### src/hdl/systolic_settings.svh
`ifndef SYSTOLIC_SETTINGS_SVH
`define SYSTOLIC_SETTINGS_SVH

// ------------------------------
// datapath and memory sizing
// ------------------------------

`define SYS_DATA_W 8     // arithmetic wraps at this width.
`define SYS_ADDR_W 6     // 64-word external memory.

// ------------------------------
// array geometry
// ------------------------------

`define SYS_N 3          // array is SYS_N x SYS_N processing elements.

`endif

### src/hdl/systolic_pkg.sv
`include "systolic_settings.svh"

package systolic_pkg;

    // ------------------------------
    // operand transport
    // ------------------------------

    // one stream cycle at the left edge of the array.
    typedef struct packed {
        logic                               valid;
        logic [`SYS_N-1:0][`SYS_DATA_W-1:0] a;      // a[k] enters array row k.
    } feature_row_t;

    // one weight on its way to the PE picked by the one-hot enable.
    typedef struct packed {
        logic [`SYS_DATA_W-1:0]      value;
        logic [`SYS_N*`SYS_N-1:0]    en;            // bit 3k+j selects PE(k,j).
    } weight_load_t;

    // ------------------------------
    // results
    // ------------------------------

    // partial sums leaving the bottom row, one per column.
    typedef struct packed {
        logic [`SYS_N-1:0][`SYS_DATA_W-1:0] col;
    } col_sums_t;

    // 2x2 window of the product matrix.
    typedef struct packed {
        logic [`SYS_DATA_W-1:0] c11;
        logic [`SYS_DATA_W-1:0] c12;
        logic [`SYS_DATA_W-1:0] c21;
        logic [`SYS_DATA_W-1:0] c22;
    } quad_t;

endpackage

### src/hdl/weight_preloader.sv
`timescale 1ns/1ns
`include "systolic_settings.svh"

module weight_preloader (
    input  logic                       clk,
    input  logic                       arst_n,
    input  logic                       start,
    input  logic [`SYS_DATA_W-1:0]     rdata,
    output logic [`SYS_ADDR_W-1:0]     addr,
    output systolic_pkg::weight_load_t wload,
    output logic                       done
);
    localparam int NN     = `SYS_N * `SYS_N;
    localparam int STEP_W = $clog2(NN + 2);

    logic              busy;
    logic [STEP_W-1:0] step;    // cycles since start.

    always_ff @(posedge clk or negedge arst_n) begin
        if (!arst_n) begin
            busy <= 1'b0;
            step <= '0;
            addr <= '0;
            done <= 1'b0;
        end else if (start && !busy) begin
            busy <= 1'b1;
            step <= '0;
            addr <= '0;
            done <= 1'b0;
        end else if (busy) begin
            step <= step + 1'b1;
            if (step < STEP_W'(NN - 1)) begin
                addr <= addr + 1'b1;    // issue phase.
            end
            if (step == STEP_W'(NN + 1)) begin
                busy <= 1'b0;           // last weight went in one cycle ago.
                done <= 1'b1;
            end
        end
    end

    // word for address s-1 is on rdata while step is s.
    always_comb begin
        wload.value = rdata;
        wload.en    = '0;
        if (busy && step != '0 && step <= STEP_W'(NN)) begin
            wload.en[step - 1'b1] = 1'b1;
        end
    end

endmodule

### src/hdl/feature_loader.sv
`timescale 1ns/1ns
`include "systolic_settings.svh"

module feature_loader (
    input  logic                       clk,
    input  logic                       arst_n,
    input  logic                       start,
    input  logic [`SYS_ADDR_W-1:0]     base,
    input  logic [`SYS_DATA_W-1:0]     rdata,
    output logic [`SYS_ADDR_W-1:0]     addr,
    output systolic_pkg::feature_row_t frow,
    output logic                       done
);
    localparam int NN        = `SYS_N * `SYS_N;
    localparam int STREAM_LO = NN + 1;                  // first stream step.
    localparam int STREAM_HI = STREAM_LO + 2 * `SYS_N - 2;
    localparam int STEP_W    = $clog2(STREAM_HI + 1);

    logic                   busy;
    logic [STEP_W-1:0]      step;
    logic [`SYS_DATA_W-1:0] fbuf [NN];      // A[r][k] kept at r*N+k.

    // ------------------------------
    // fetch sequencing
    // ------------------------------

    always_ff @(posedge clk or negedge arst_n) begin
        if (!arst_n) begin
            busy <= 1'b0;
            step <= '0;
            addr <= '0;
            done <= 1'b0;
        end else if (start && !busy) begin
            busy <= 1'b1;
            step <= '0;
            addr <= base;
            done <= 1'b0;
        end else if (busy) begin
            step <= step + 1'b1;
            if (step < STEP_W'(NN - 1)) begin
                addr <= addr + 1'b1;
            end
            if (step == STEP_W'(STREAM_HI)) begin
                busy <= 1'b0;
                done <= 1'b1;       // stream has ended.
            end
        end
    end

    always_ff @(posedge clk or negedge arst_n) begin
        if (!arst_n) begin
            for (int i = 0; i < NN; i++) begin
                fbuf[i] <= '0;
            end
        end else if (busy && step != '0 && step <= STEP_W'(NN)) begin
            fbuf[step - 1'b1] <= rdata;
        end
    end

    // ------------------------------
    // skewed stream
    // ------------------------------

    always_comb begin
        int t;
        int r;
        t    = 0;
        r    = 0;
        frow = '0;
        if (busy && step >= STEP_W'(STREAM_LO)) begin
            t          = int'(step) - STREAM_LO;
            frow.valid = 1'b1;
            for (int k = 0; k < `SYS_N; k++) begin
                r = t - k;                      // row k lags by k cycles.
                if (r >= 0 && r < `SYS_N) begin
                    frow.a[k] = fbuf[r * `SYS_N + k];
                end
            end
        end
    end

endmodule

### src/hdl/operand_fetch.sv
`timescale 1ns/1ns
`include "systolic_settings.svh"

module operand_fetch (
    input  logic                       clk,
    input  logic                       arst_n,
    input  logic                       weight_start,
    input  logic                       feature_start,
    input  logic [`SYS_ADDR_W-1:0]     feature_base,
    input  logic                       mode,
    input  logic [`SYS_DATA_W-1:0]     mem_rdata,
    output logic [`SYS_ADDR_W-1:0]     mem_addr,
    output systolic_pkg::weight_load_t wload,
    output systolic_pkg::feature_row_t frow,
    output logic                       weight_done,
    output logic                       feature_done
);
    logic                   mode_d;     // owner of the word now on mem_rdata.
    logic [`SYS_ADDR_W-1:0] w_addr;
    logic [`SYS_ADDR_W-1:0] f_addr;
    logic [`SYS_DATA_W-1:0] w_rdata;
    logic [`SYS_DATA_W-1:0] f_rdata;

    always_ff @(posedge clk or negedge arst_n) begin
        if (!arst_n) begin
            mode_d <= 1'b0;
        end else begin
            mode_d <= mode;
        end
    end

    assign mem_addr = mode ? f_addr : w_addr;
    assign w_rdata  = mode_d ? '0 : mem_rdata;
    assign f_rdata  = mode_d ? mem_rdata : '0;

    weight_preloader weight_preloader_inst (
        .clk    (clk),
        .arst_n (arst_n),
        .start  (weight_start),
        .rdata  (w_rdata),
        .addr   (w_addr),
        .wload  (wload),
        .done   (weight_done)
    );

    feature_loader feature_loader_inst (
        .clk    (clk),
        .arst_n (arst_n),
        .start  (feature_start),
        .base   (feature_base),
        .rdata  (f_rdata),
        .addr   (f_addr),
        .frow   (frow),
        .done   (feature_done)
    );

endmodule

### src/hdl/pe.sv
`timescale 1ns/1ns
`include "systolic_settings.svh"

module pe (
    input  logic                   clk,
    input  logic                   arst_n,
    input  logic                   w_en,
    input  logic [`SYS_DATA_W-1:0] w_in,
    input  logic [`SYS_DATA_W-1:0] a_in,
    input  logic [`SYS_DATA_W-1:0] s_in,
    output logic [`SYS_DATA_W-1:0] a_out,
    output logic [`SYS_DATA_W-1:0] s_out
);
    logic [`SYS_DATA_W-1:0] w_q;    // stationary weight.

    always_ff @(posedge clk or negedge arst_n) begin
        if (!arst_n) begin
            w_q   <= '0;
            a_out <= '0;
            s_out <= '0;
        end else begin
            if (w_en) begin
                w_q <= w_in;
            end
            a_out <= a_in;                  // on to the right neighbour.
            s_out <= s_in + a_in * w_q;     // wraps at data width.
        end
    end

endmodule

### src/hdl/systolic_array.sv
`timescale 1ns/1ns
`include "systolic_settings.svh"

module systolic_array (
    input  logic                       clk,
    input  logic                       arst_n,
    input  systolic_pkg::weight_load_t wload,
    input  systolic_pkg::feature_row_t frow,
    output systolic_pkg::col_sums_t    sums
);
    // a_link[k][j] is the feature entering PE(k,j) and s_link[k][j] the sum leaving it.
    logic [`SYS_DATA_W-1:0] a_link [`SYS_N][`SYS_N];
    logic [`SYS_DATA_W-1:0] s_link [`SYS_N][`SYS_N];

    for (genvar k = 0; k < `SYS_N; k++) begin : g_row
        assign a_link[k][0] = frow.a[k];

        for (genvar j = 0; j < `SYS_N; j++) begin : g_col
            logic [`SYS_DATA_W-1:0] s_top;

            if (k == 0) begin : g_top
                assign s_top = '0;
            end else begin : g_inner
                assign s_top = s_link[k-1][j];
            end

            if (j < `SYS_N - 1) begin : g_pass
                pe pe_inst (
                    .clk    (clk),
                    .arst_n (arst_n),
                    .w_en   (wload.en[k*`SYS_N + j]),
                    .w_in   (wload.value),
                    .a_in   (a_link[k][j]),
                    .s_in   (s_top),
                    .a_out  (a_link[k][j+1]),
                    .s_out  (s_link[k][j])
                );
            end else begin : g_edge
                pe pe_inst (
                    .clk    (clk),
                    .arst_n (arst_n),
                    .w_en   (wload.en[k*`SYS_N + j]),
                    .w_in   (wload.value),
                    .a_in   (a_link[k][j]),
                    .s_in   (s_top),
                    .a_out  (),                 // feature leaves the array here.
                    .s_out  (s_link[k][j])
                );
            end
        end
    end

    for (genvar j = 0; j < `SYS_N; j++) begin : g_bottom
        assign sums.col[j] = s_link[`SYS_N-1][j];
    end

endmodule

### src/hdl/result_collector.sv
`timescale 1ns/1ns
`include "systolic_settings.svh"

module result_collector (
    input  logic                    clk,
    input  logic                    arst_n,
    input  logic                    frow_valid,
    input  systolic_pkg::col_sums_t sums,
    input  logic [1:0]              quad_sel,
    output systolic_pkg::quad_t     quad,
    output logic                    result_ready
);
    localparam int LAST  = 3 * `SYS_N - 2;     // C[N-1][N-1] arrives here.
    localparam int CNT_W = $clog2(LAST + 1);

    logic                   running;
    logic [CNT_W-1:0]       cnt;    // cycles since stream cycle 0.
    logic [`SYS_DATA_W-1:0] c_mat [`SYS_N][`SYS_N];

    always_ff @(posedge clk or negedge arst_n) begin
        if (!arst_n) begin
            running      <= 1'b0;
            cnt          <= '0;
            result_ready <= 1'b0;
            for (int r = 0; r < `SYS_N; r++) begin
                for (int j = 0; j < `SYS_N; j++) begin
                    c_mat[r][j] <= '0;
                end
            end
        end else if (frow_valid && !running) begin
            running      <= 1'b1;
            cnt          <= CNT_W'(1);
            result_ready <= 1'b0;
            for (int r = 0; r < `SYS_N; r++) begin
                for (int j = 0; j < `SYS_N; j++) begin
                    c_mat[r][j] <= '0;      // drop the previous product.
                end
            end
        end else if (running) begin
            cnt <= cnt + 1'b1;
            // column j is j cycles behind column 0 at the bottom edge.
            for (int j = 0; j < `SYS_N; j++) begin
                for (int r = 0; r < `SYS_N; r++) begin
                    if (cnt == CNT_W'(`SYS_N + j + r)) begin
                        c_mat[r][j] <= sums.col[j];
                    end
                end
            end
            if (cnt == CNT_W'(LAST)) begin
                running      <= 1'b0;
                result_ready <= 1'b1;
            end
        end
    end

    // ------------------------------
    // quadrant select
    // ------------------------------

    always_comb begin
        int ro;
        int co;
        ro       = int'(quad_sel[1]);
        co       = int'(quad_sel[0]);
        quad.c11 = c_mat[ro][co];
        quad.c12 = c_mat[ro][co+1];
        quad.c21 = c_mat[ro+1][co];
        quad.c22 = c_mat[ro+1][co+1];
    end

endmodule

### src/hdl/systolic_top.sv
`timescale 1ns/1ns
`include "systolic_settings.svh"

module systolic_top (
    input  logic                   clk,
    input  logic                   arst_n,
    input  logic                   weight_start,
    input  logic                   feature_start,
    input  logic [`SYS_ADDR_W-1:0] feature_base,
    input  logic                   mode,
    input  logic [1:0]             quad_sel,
    input  logic [`SYS_DATA_W-1:0] mem_rdata,
    output logic [`SYS_ADDR_W-1:0] mem_addr,
    output logic                   weight_done,
    output logic                   feature_done,
    output logic                   result_ready,
    output systolic_pkg::quad_t    quad
);
    import systolic_pkg::*;

    weight_load_t wload;
    feature_row_t frow;
    col_sums_t    sums;

    // decode.
    operand_fetch operand_fetch_inst (
        .clk           (clk),
        .arst_n        (arst_n),
        .weight_start  (weight_start),
        .feature_start (feature_start),
        .feature_base  (feature_base),
        .mode          (mode),
        .mem_rdata     (mem_rdata),
        .mem_addr      (mem_addr),
        .wload         (wload),
        .frow          (frow),
        .weight_done   (weight_done),
        .feature_done  (feature_done)
    );

    // execute.
    systolic_array systolic_array_inst (
        .clk    (clk),
        .arst_n (arst_n),
        .wload  (wload),
        .frow   (frow),
        .sums   (sums)
    );

    // result.
    result_collector result_collector_inst (
        .clk          (clk),
        .arst_n       (arst_n),
        .frow_valid   (frow.valid),
        .sums         (sums),
        .quad_sel     (quad_sel),
        .quad         (quad),
        .result_ready (result_ready)
    );

endmodule

### config.mk
export PLATFORM = sky130hd
export DESIGN_NAME = systolic_top
export DESIGN_NICKNAME = d
export VERILOG_FILES = /design/src/hdl/systolic_pkg.sv /design/src/hdl/weight_preloader.sv /design/src/hdl/feature_loader.sv /design/src/hdl/operand_fetch.sv /design/src/hdl/pe.sv /design/src/hdl/systolic_array.sv /design/src/hdl/result_collector.sv /design/src/hdl/systolic_top.sv
export VERILOG_INCLUDE_DIRS = /design/src /design/src/hdl
export SDC_FILE = /design/constraint.sdc
export NUM_CORES = 1
export LEC_CHECK = 0
export ABC_AREA = 1
export BUFFER_PORTS_ARGS = -buffer_cell sky130_fd_sc_hd__buf_2
export CAP_MARGIN = 20
export CORE_ASPECT_RATIO = 0.8
export CORE_MARGIN = 1.5
export CORE_UTILIZATION = 40
export DETAILED_ROUTE_END_ITERATION = 8
export PLACE_DENSITY_LB_ADDON = 0.1
export SLEW_MARGIN = 10
export SYNTH_ARGS = -nofsm -noshare
export SYNTH_HDL_FRONTEND = slang
export SYNTH_HIERARCHICAL = 1
export SYNTH_SLANG_ARGS = --single-unit
### constraint.sdc
create_clock -name clk -period 6.8 [get_ports clk]
set_input_delay 0.34 -clock clk [delete_from_list [all_inputs] [get_ports clk]]
set_output_delay 0.34 -clock clk [all_outputs]
set_load 0.005 [all_outputs]
==> impl_metrics.env, run 1 <==
export IMPL_worst_endpoint_arrival_ps=6810
export IMPL_power_share_clock_pct=19.8
export IMPL_fin_crit_ps=6330
export IMPL_remaining_drc_errors=2
export IMPL_fin_nets=4222
export IMPL_antenna_found_initial=1
export IMPL_grt_usage_pct=21.5
export IMPL_finish_cell_count_without_fillers=4813
export IMPL_detail_route_wirelength_um=75600
export IMPL_criticalPathCategory="register to register"
export IMPL_place_congestion=0.887
export IMPL_cts_htree_levels=2
export IMPL_die_area_mm2=0.0735
export IMPL_io_buffers=61
export IMPL_setup_total_negative_slack_ps=0
export IMPL_cts_tree="built"
export IMPL_min_period_over_period_pct=93.1
export IMPL_setup_repair_after_global_routing_missed_its_margin="false"
export IMPL_final_hold_violation_count=0
export IMPL_timing_hold_worst_class="input pin to register"
export IMPL_maxcap_violations=0
export IMPL_cts_sinks=366
export IMPL_cts_path_max_buffers=3
export IMPL_cellLeakagePower_nw=18.2
export IMPL_cells_on_worst_reg2reg_path=31
export IMPL_worst_slack_ps=466
export IMPL_grt_overflow_total=0
export IMPL_drt_iter0_markers=1549
export IMPL_rows=87
export IMPL_ir_worst_vdd_mv=0.292
export IMPL_syn_inst=3803
export IMPL_slowest_stage="fa_1"
export IMPL_max_incr_delay_on_cp_ps=550
export IMPL_final_max_slew_violation_count=0
export IMPL_cp_start_kind="register"
export IMPL_syn_cell_area_mm2=0.0287
export IMPL_detailedPlacementHpwl_um=57200
export IMPL_num_vias=22900
export IMPL_cts_setup_buffers=0
export IMPL_worst_path_max_fanout=7
export IMPL_die_x_um=303
export IMPL_outcome="finished with violations"
export IMPL_cell_internal_pwr_mw=6.50
export IMPL_cts_root_buffer_cell="clkbuf_16"
export IMPL_core_mm2=0.0708
export IMPL_slew_limit_headroom_pct=23.3
export IMPL_grt_first_pass_wirelength_um=125000
export IMPL_layout_area_overhead_vs_synth_pct=9.07
export IMPL_endpoint_kind="register"
export IMPL_detail_route_first_pass_iterations=7
export IMPL_num_fill_cells=7320
export IMPL_yosys_warnings=6
export IMPL_dp_worst_setup_slack_ps=253
export IMPL_cts_buffers_inserted=44
export IMPL_clk_pin_slew_worst_paths_ps=60
export IMPL_design_portCount=62
export IMPL_area_sequential_mm2=0.00916
export IMPL_worst_r2r_setup_slack_ps=470
export IMPL_first_global_vias=22600
export IMPL_initial_cell_density_of_the_core_pct=40.6
export IMPL_post_place_cells=4729
export IMPL_drtAntennaViolNets=0
export IMPL_crit_path_start="operand_fetch_inst/feature_loader_inst/step[2]$_DFFE_PN0P_"
export IMPL_drt_vias_per_instance=4.76
export IMPL_fmax_mhz=158
export IMPL_pwr_share_comb_pct=50.7
export IMPL_violations="design-rule violations"
export IMPL_multi_input_area_mm2=0.0162
export IMPL_insertion_delay_ps=600
export IMPL_power_density_mw_per_mm2=398
export IMPL_worst_slew_pin_transition_ps=1150
export IMPL_power_net_switching_mw=5.97
export IMPL_antenna_diode_count=0
export IMPL_required_ps=7270
export IMPL_die_height_um=243
export IMPL_worst_clock_skew_ps=34.9
export IMPL_final_layout_size_suffix_gt1_share_pct=10.6
export IMPL_grt_start_max_net_pins=132
export IMPL_final_setup_viol_count=0
export IMPL_drt_wirelength_per_cell_um=15.7
export IMPL_sequentialPowerShare_pct=29.5
export IMPL_synth_area_per_cell_um2=7.56
export IMPL_rr_startpoint="operand_fetch_inst/feature_loader_inst/step[2]$_DFFE_PN0P_"
export IMPL_power_share_switching_pct=47.9
[stage by stage]
stage	total power [mW]	cell area, um2	util, %	hold slack (ps)
after floorplan	8.11	28800	-	44.4
after global placement	9.90	29800	42.1	455
after detailed placement	9.91	29800	42.1	457
after CTS	12.5	31300	44.3	28.4
after global routing	13.6	31400	44.3	64.8
final	12.5	31400	44.3	67.6
[power by group through the flow]
stage	Sequential [mW]	Clock, mW	Combinational, mW
3_3_place_gp	3.71	0	6.19
2_1_floorplan	3.33	0	4.79
3_5_place_dp	3.70	0	6.21
6_report	3.68	2.47	6.32
4_1_cts	3.67	2.55	6.24
5_1_grt	3.79	2.63	7.14
[critical path, delay by kind of cell, from the launching register on]
family	cells	cell delay, ps
DFF	1	360
and+or+nand+nor	12	1010
AOI/OAI and AO/OA	2	400
buffers and inverters	8	650
adders and majority gates	8	3580
xor gates and xnor gates	1	210
[layer usage]
layer | wire (um) | up-vias | global-route usage [%]
li1 | - | 11600 | -
met1 | 39600 | 10800 | 34.0
met2 | 30200 | 464 | 30.3
met3 | 4510 | 78 | 3.67
met4 | 1300 | 0 | 4.58
met5 | 0 | - | 0
[placed cells by master (no fill, tap or decap), drive strengths merged]
cell / instances
dfrtp: 366
bufinv: 5
a21o: 1
clkinv: 31
buf: 96
clkbuf: 62
a31oi: 1
a21oi: 64
ha: 193
xnor2: 15
nor3: 4
mux2: 72
a211oi: 1
or2: 5
a22o: 1
dlygate4sd3: 3
o31ai: 1
nand4: 3
xor2: 19
nor2: 101
o211ai: 1
clkinvlp: 2
conb: 27
fa: 163
nand2: 1474
o21bai: 4
a311oi: 1
nand3: 430
inv: 691
o22ai: 1
nand3b: 9
o21ai: 32
[final cells by class]
class	instances	share of cell area (%)
multi-input cells	2623	51.8
flip-flops and latches	366	29.2
inverters	711	8.52
clock buffers	62	3.99
well taps	934	3.73
repair buffers	99	2.03
clock inverters	18	0.762
[flip-flops by register name, summed over array words and instances, names as in the netlist, 3 cells and up]
register,flops
operand_fetch_inst/feature_loader_inst/fbuf,72
result_collector_inst/c_mat,72
systolic_array_inst/g_row.g_col.g_pass.pe_inst/a_out,48
systolic_array_inst/g_row.g_col.g_pass.pe_inst/s_out,48
systolic_array_inst/g_row.g_col.g_pass.pe_inst/w_q,48
systolic_array_inst/g_row.g_col.g_edge.pe_inst/s_out,24
systolic_array_inst/g_row.g_col.g_edge.pe_inst/w_q,24
operand_fetch_inst/feature_loader_inst/addr,6
operand_fetch_inst/weight_preloader_inst/addr,6
operand_fetch_inst/feature_loader_inst/step,4
operand_fetch_inst/weight_preloader_inst/step,4
result_collector_inst/cnt,3
[how the worst min path moves through the flow]
stage / slack, ps / end / start / cells past startpoint
6_report: 70 / operand_fetch_inst/feature_loader_inst/addr[1]$_DFFE_PN0P_ / feature_base[1] / 3
5_1_grt: 60 / operand_fetch_inst/feature_loader_inst/addr[1]$_DFFE_PN0P_ / feature_base[1] / 3
4_1_cts: 30 / operand_fetch_inst/feature_loader_inst/addr[1]$_DFFE_PN0P_ / feature_base[1] / 3
3_5_place_dp: 460 / result_collector_inst/result_ready$_DFFE_PN0P_ / result_collector_inst/result_ready$_DFFE_PN0P_ / 2
3_3_place_gp: 450 / operand_fetch_inst/feature_loader_inst/fbuf[27]$_DFFE_PN0P_ / operand_fetch_inst/feature_loader_inst/fbuf[27]$_DFFE_PN0P_ / 2
2_1_floorplan: 40 / operand_fetch_inst/feature_loader_inst/addr[0]$_DFFE_PN0P_ / arst_n / 0
[timing repair]
item / CTS / global route
gates resized for setup: 0 / 12
setup endpoints to repair: 0 / 3
hold endpoints to repair: 107 / 0
hold buffers: 3 / 0
Power figures use the tool's default switching activity.
==> inputs of run 2 (changes only) <==
--- a/config.mk
+++ b/config.mk
@@ -14,6 +14,7 @@
 export CORE_UTILIZATION = 40
 export DETAILED_ROUTE_END_ITERATION = 8
 export PLACE_DENSITY_LB_ADDON = 0.1
+export RECOVER_POWER = 100
 export SLEW_MARGIN = 10
 export SYNTH_ARGS = -nofsm -noshare
 export SYNTH_HDL_FRONTEND = slang
==> run 2 against run 1 <==
- the flow finishes with violations (design-rule violations, max-capacitance violations, max-slew violations)
- clock power hardly changed
- core utilization is 0.22 points lower
- sequential cell count stayed put
- worst hold slack worse by 3.4 ps
- first-iteration DRC count is 4.5% higher
- register-to-register slack hardly changed
- critical path depth stayed put
- non-clock buffer count stayed put
- final cell count stayed put
- maximum frequency hardly changed
- via count is 0.34% higher
- die area stayed put
- largest cell class unchanged
==> impl_metrics.env, run 2 (synthesized netlist as in run 1, its figures left out) <==
export IMPL_detail_route_wirelength_um=75700
export IMPL_worst_slew_pin_transition_ps=5140
export IMPL_ir_worst_vdd_mv=0.296
export IMPL_io_buffers=61
export IMPL_detail_route_first_pass_iterations=7
export IMPL_finish_cell_count_without_fillers=4813
export IMPL_worst_clock_skew_ps=34.0
export IMPL_drtAntennaViolNets=0
export IMPL_min_period_over_period_pct=93.2
export IMPL_maxcap_violations=6
export IMPL_worst_hold_path_num_cells=3
export IMPL_antenna_diode_count=0
export IMPL_power_density_mw_per_mm2=397
export IMPL_violations="design-rule violations, max-capacitance violations, max-slew violations"
export IMPL_antenna_found_initial=1
export IMPL_final_setup_viol_count=0
export IMPL_fmax_mhz=158
export IMPL_insertion_delay_ps=610
export IMPL_die_x_um=303
export IMPL_worst_path_max_fanout=7
export IMPL_layout_commonest_cell="nand2_1"
export IMPL_final_max_slew_violation_count=264
export IMPL_remaining_drc_errors=2
export IMPL_worst_slack_ps=461
export IMPL_required_ps=7280
export IMPL_cells_on_worst_reg2reg_path=31
export IMPL_die_area_mm2=0.0735
export IMPL_cellLeakagePower_nw=18.1
export IMPL_fin_nets=4222
export IMPL_layout_area_overhead_vs_synth_pct=8.54
export IMPL_cts_sinks=366
export IMPL_layout_core_utilization_pct=44.1
export IMPL_detailedPlacementHpwl_um=57200
export IMPL_dpl_cell_area_mm2=0.0298
export IMPL_final_hold_violation_count=0
export IMPL_worst_endpoint_arrival_ps=6810
export IMPL_clk_pin_slew_worst_paths_ps=60
export IMPL_design_portCount=62
export IMPL_first_global_vias=22600
export IMPL_fin_crit_ps=6340
export IMPL_grt_overflow_total=0
export IMPL_place_congestion=0.887
export IMPL_grt_usage_pct=21.5
export IMPL_hold_ws_ps=64.2
export IMPL_rows=87
export IMPL_slowest_stage="fa_1"
export IMPL_cts_buffers_inserted=44
export IMPL_final_layout_size_suffix_gt1_share_pct=9.31
export IMPL_hold_end="operand_fetch_inst/feature_loader_inst/addr[1]$_DFFE_PN0P_"
export IMPL_cts_tree="built"
export IMPL_dp_worst_setup_slack_ps=253
export IMPL_die_height_um=243
export IMPL_outcome="finished with violations"
export IMPL_grt_start_max_net_pins=132
export IMPL_cts_path_max_buffers=3
export IMPL_largestRegisters="operand_fetch_inst/feature_loader_inst/fbuf (72), result_collector_inst/c_mat (72)"
export IMPL_layout_common_cells="nand2_1, inv_1, nand3_1"
export IMPL_slew_limit_headroom_pct=-243
export IMPL_criticalPathCategory="register to register"
export IMPL_drt_wirelength_per_cell_um=15.7
export IMPL_num_vias=23000
export IMPL_timing_hold_worst_class="input pin to register"
export IMPL_setup_repair_after_global_routing_missed_its_margin="false"
export IMPL_fin_total_pwr_mw=12.4
export IMPL_cts_root_buffer_cell="clkbuf_16"
export IMPL_setup_total_negative_slack_ps=0
export IMPL_post_place_cells=4729
export IMPL_rr_startpoint="operand_fetch_inst/feature_loader_inst/step[2]$_DFFE_PN0P_"
export IMPL_drt_iter0_markers=1618
export IMPL_cp_start_kind="register"
export IMPL_grt_first_pass_wirelength_um=125000
export IMPL_timing_hold_worst_start="feature_base[1]"
export IMPL_max_incr_delay_on_cp_ps=550
export IMPL_postLayoutCellArea_mm2=0.0312
export IMPL_endpoint_kind="register"
export IMPL_drt_vias_per_instance=4.78
export IMPL_worst_r2r_setup_slack_ps=460
export IMPL_initial_cell_density_of_the_core_pct=40.6
export IMPL_cts_htree_levels=2
export IMPL_core_mm2=0.0708
## run 2: cell types whose count changed in the layout (fill, tap and decap cells not counted), moves of 2 or more
| cell | before | now |
|---|---|---|
| inv_2 | 26 | 21 |
| buf_4 | 32 | 23 |
| nand2_2 | 86 | 75 |
| buf_2 | 60 | 44 |
| clkbuf_1 | 11 | 37 |
| nor2_1 | 77 | 83 |
| nand2_1 | 1386 | 1398 |
| inv_1 | 662 | 666 |
| nor2_2 | 16 | 13 |
| nor2_4 | 4 | 2 |
## run 2: cell type report
cell class	instances	area, um2
Clock buffer	62	1250
Multi-Input combinational cell	2623	16100
Sequential cell	366	9160
Timing Repair Buffer	99	573
Inverter	711	2670
Tap cell	934	1170
Clock inverter	18	239
Fill cell	7352	39600
## run 2: critical path, delay by kind of cell (launching register included)
kind | cells | cell delay [ps]
xor+xnor | 1 | 210
flops | 1 | 360
fa+ha+maj | 8 | 3580
buf+inv | 8 | 640
simple gates | 12 | 1020
compound gates | 2 | 390
## run 2: per-layer routing
metal	vias up	routed length [um]	global-route usage (%)
li1	11600	-	-
met1	10900	39600	34.0
met2	445	30200	30.3
met3	79	4530	3.67
met4	0	1400	4.58
met5	-	0	0
## run 2: worst max path at each step
| stage | end | slack [ps] | start |
|---|---|---|---|
| after CTS | register | 210 | operand_fetch_inst/feature_loader_inst/step[1]$_DFFE_PN0P_ |
| final | register | 460 | operand_fetch_inst/feature_loader_inst/step[2]$_DFFE_PN0P_ |
| after global placement | register | 350 | operand_fetch_inst/feature_loader_inst/step[1]$_DFFE_PN0P_ |
| after floorplan | register | 120 | operand_fetch_inst/feature_loader_inst/step[0]$_DFFE_PN0P_ |
| after detailed placement | register | 250 | operand_fetch_inst/feature_loader_inst/step[1]$_DFFE_PN0P_ |
| after global routing | register | 20 | operand_fetch_inst/feature_loader_inst/step[2]$_DFFE_PN0P_ |
## run 2: repair_timing
| action | 4_1_cts | 5_1_grt |
|---|---|---|
| hold buffers | 3 | 0 |
| endpoints found under the hold margin | 107 | 0 |
| gates resized for setup | 0 | 12 |
| buffers inserted | 0 | 0 |
| setup endpoints to repair | 0 | 3 |
## run 2: power breakdown
part	total [mW]	internal, mW	switching [mW]	leakage [nW]
sequential	3.68	2.90	0.771	4.68
combinational	6.24	2.08	4.16	12.7
clock	2.47	1.48	0.996	0.727
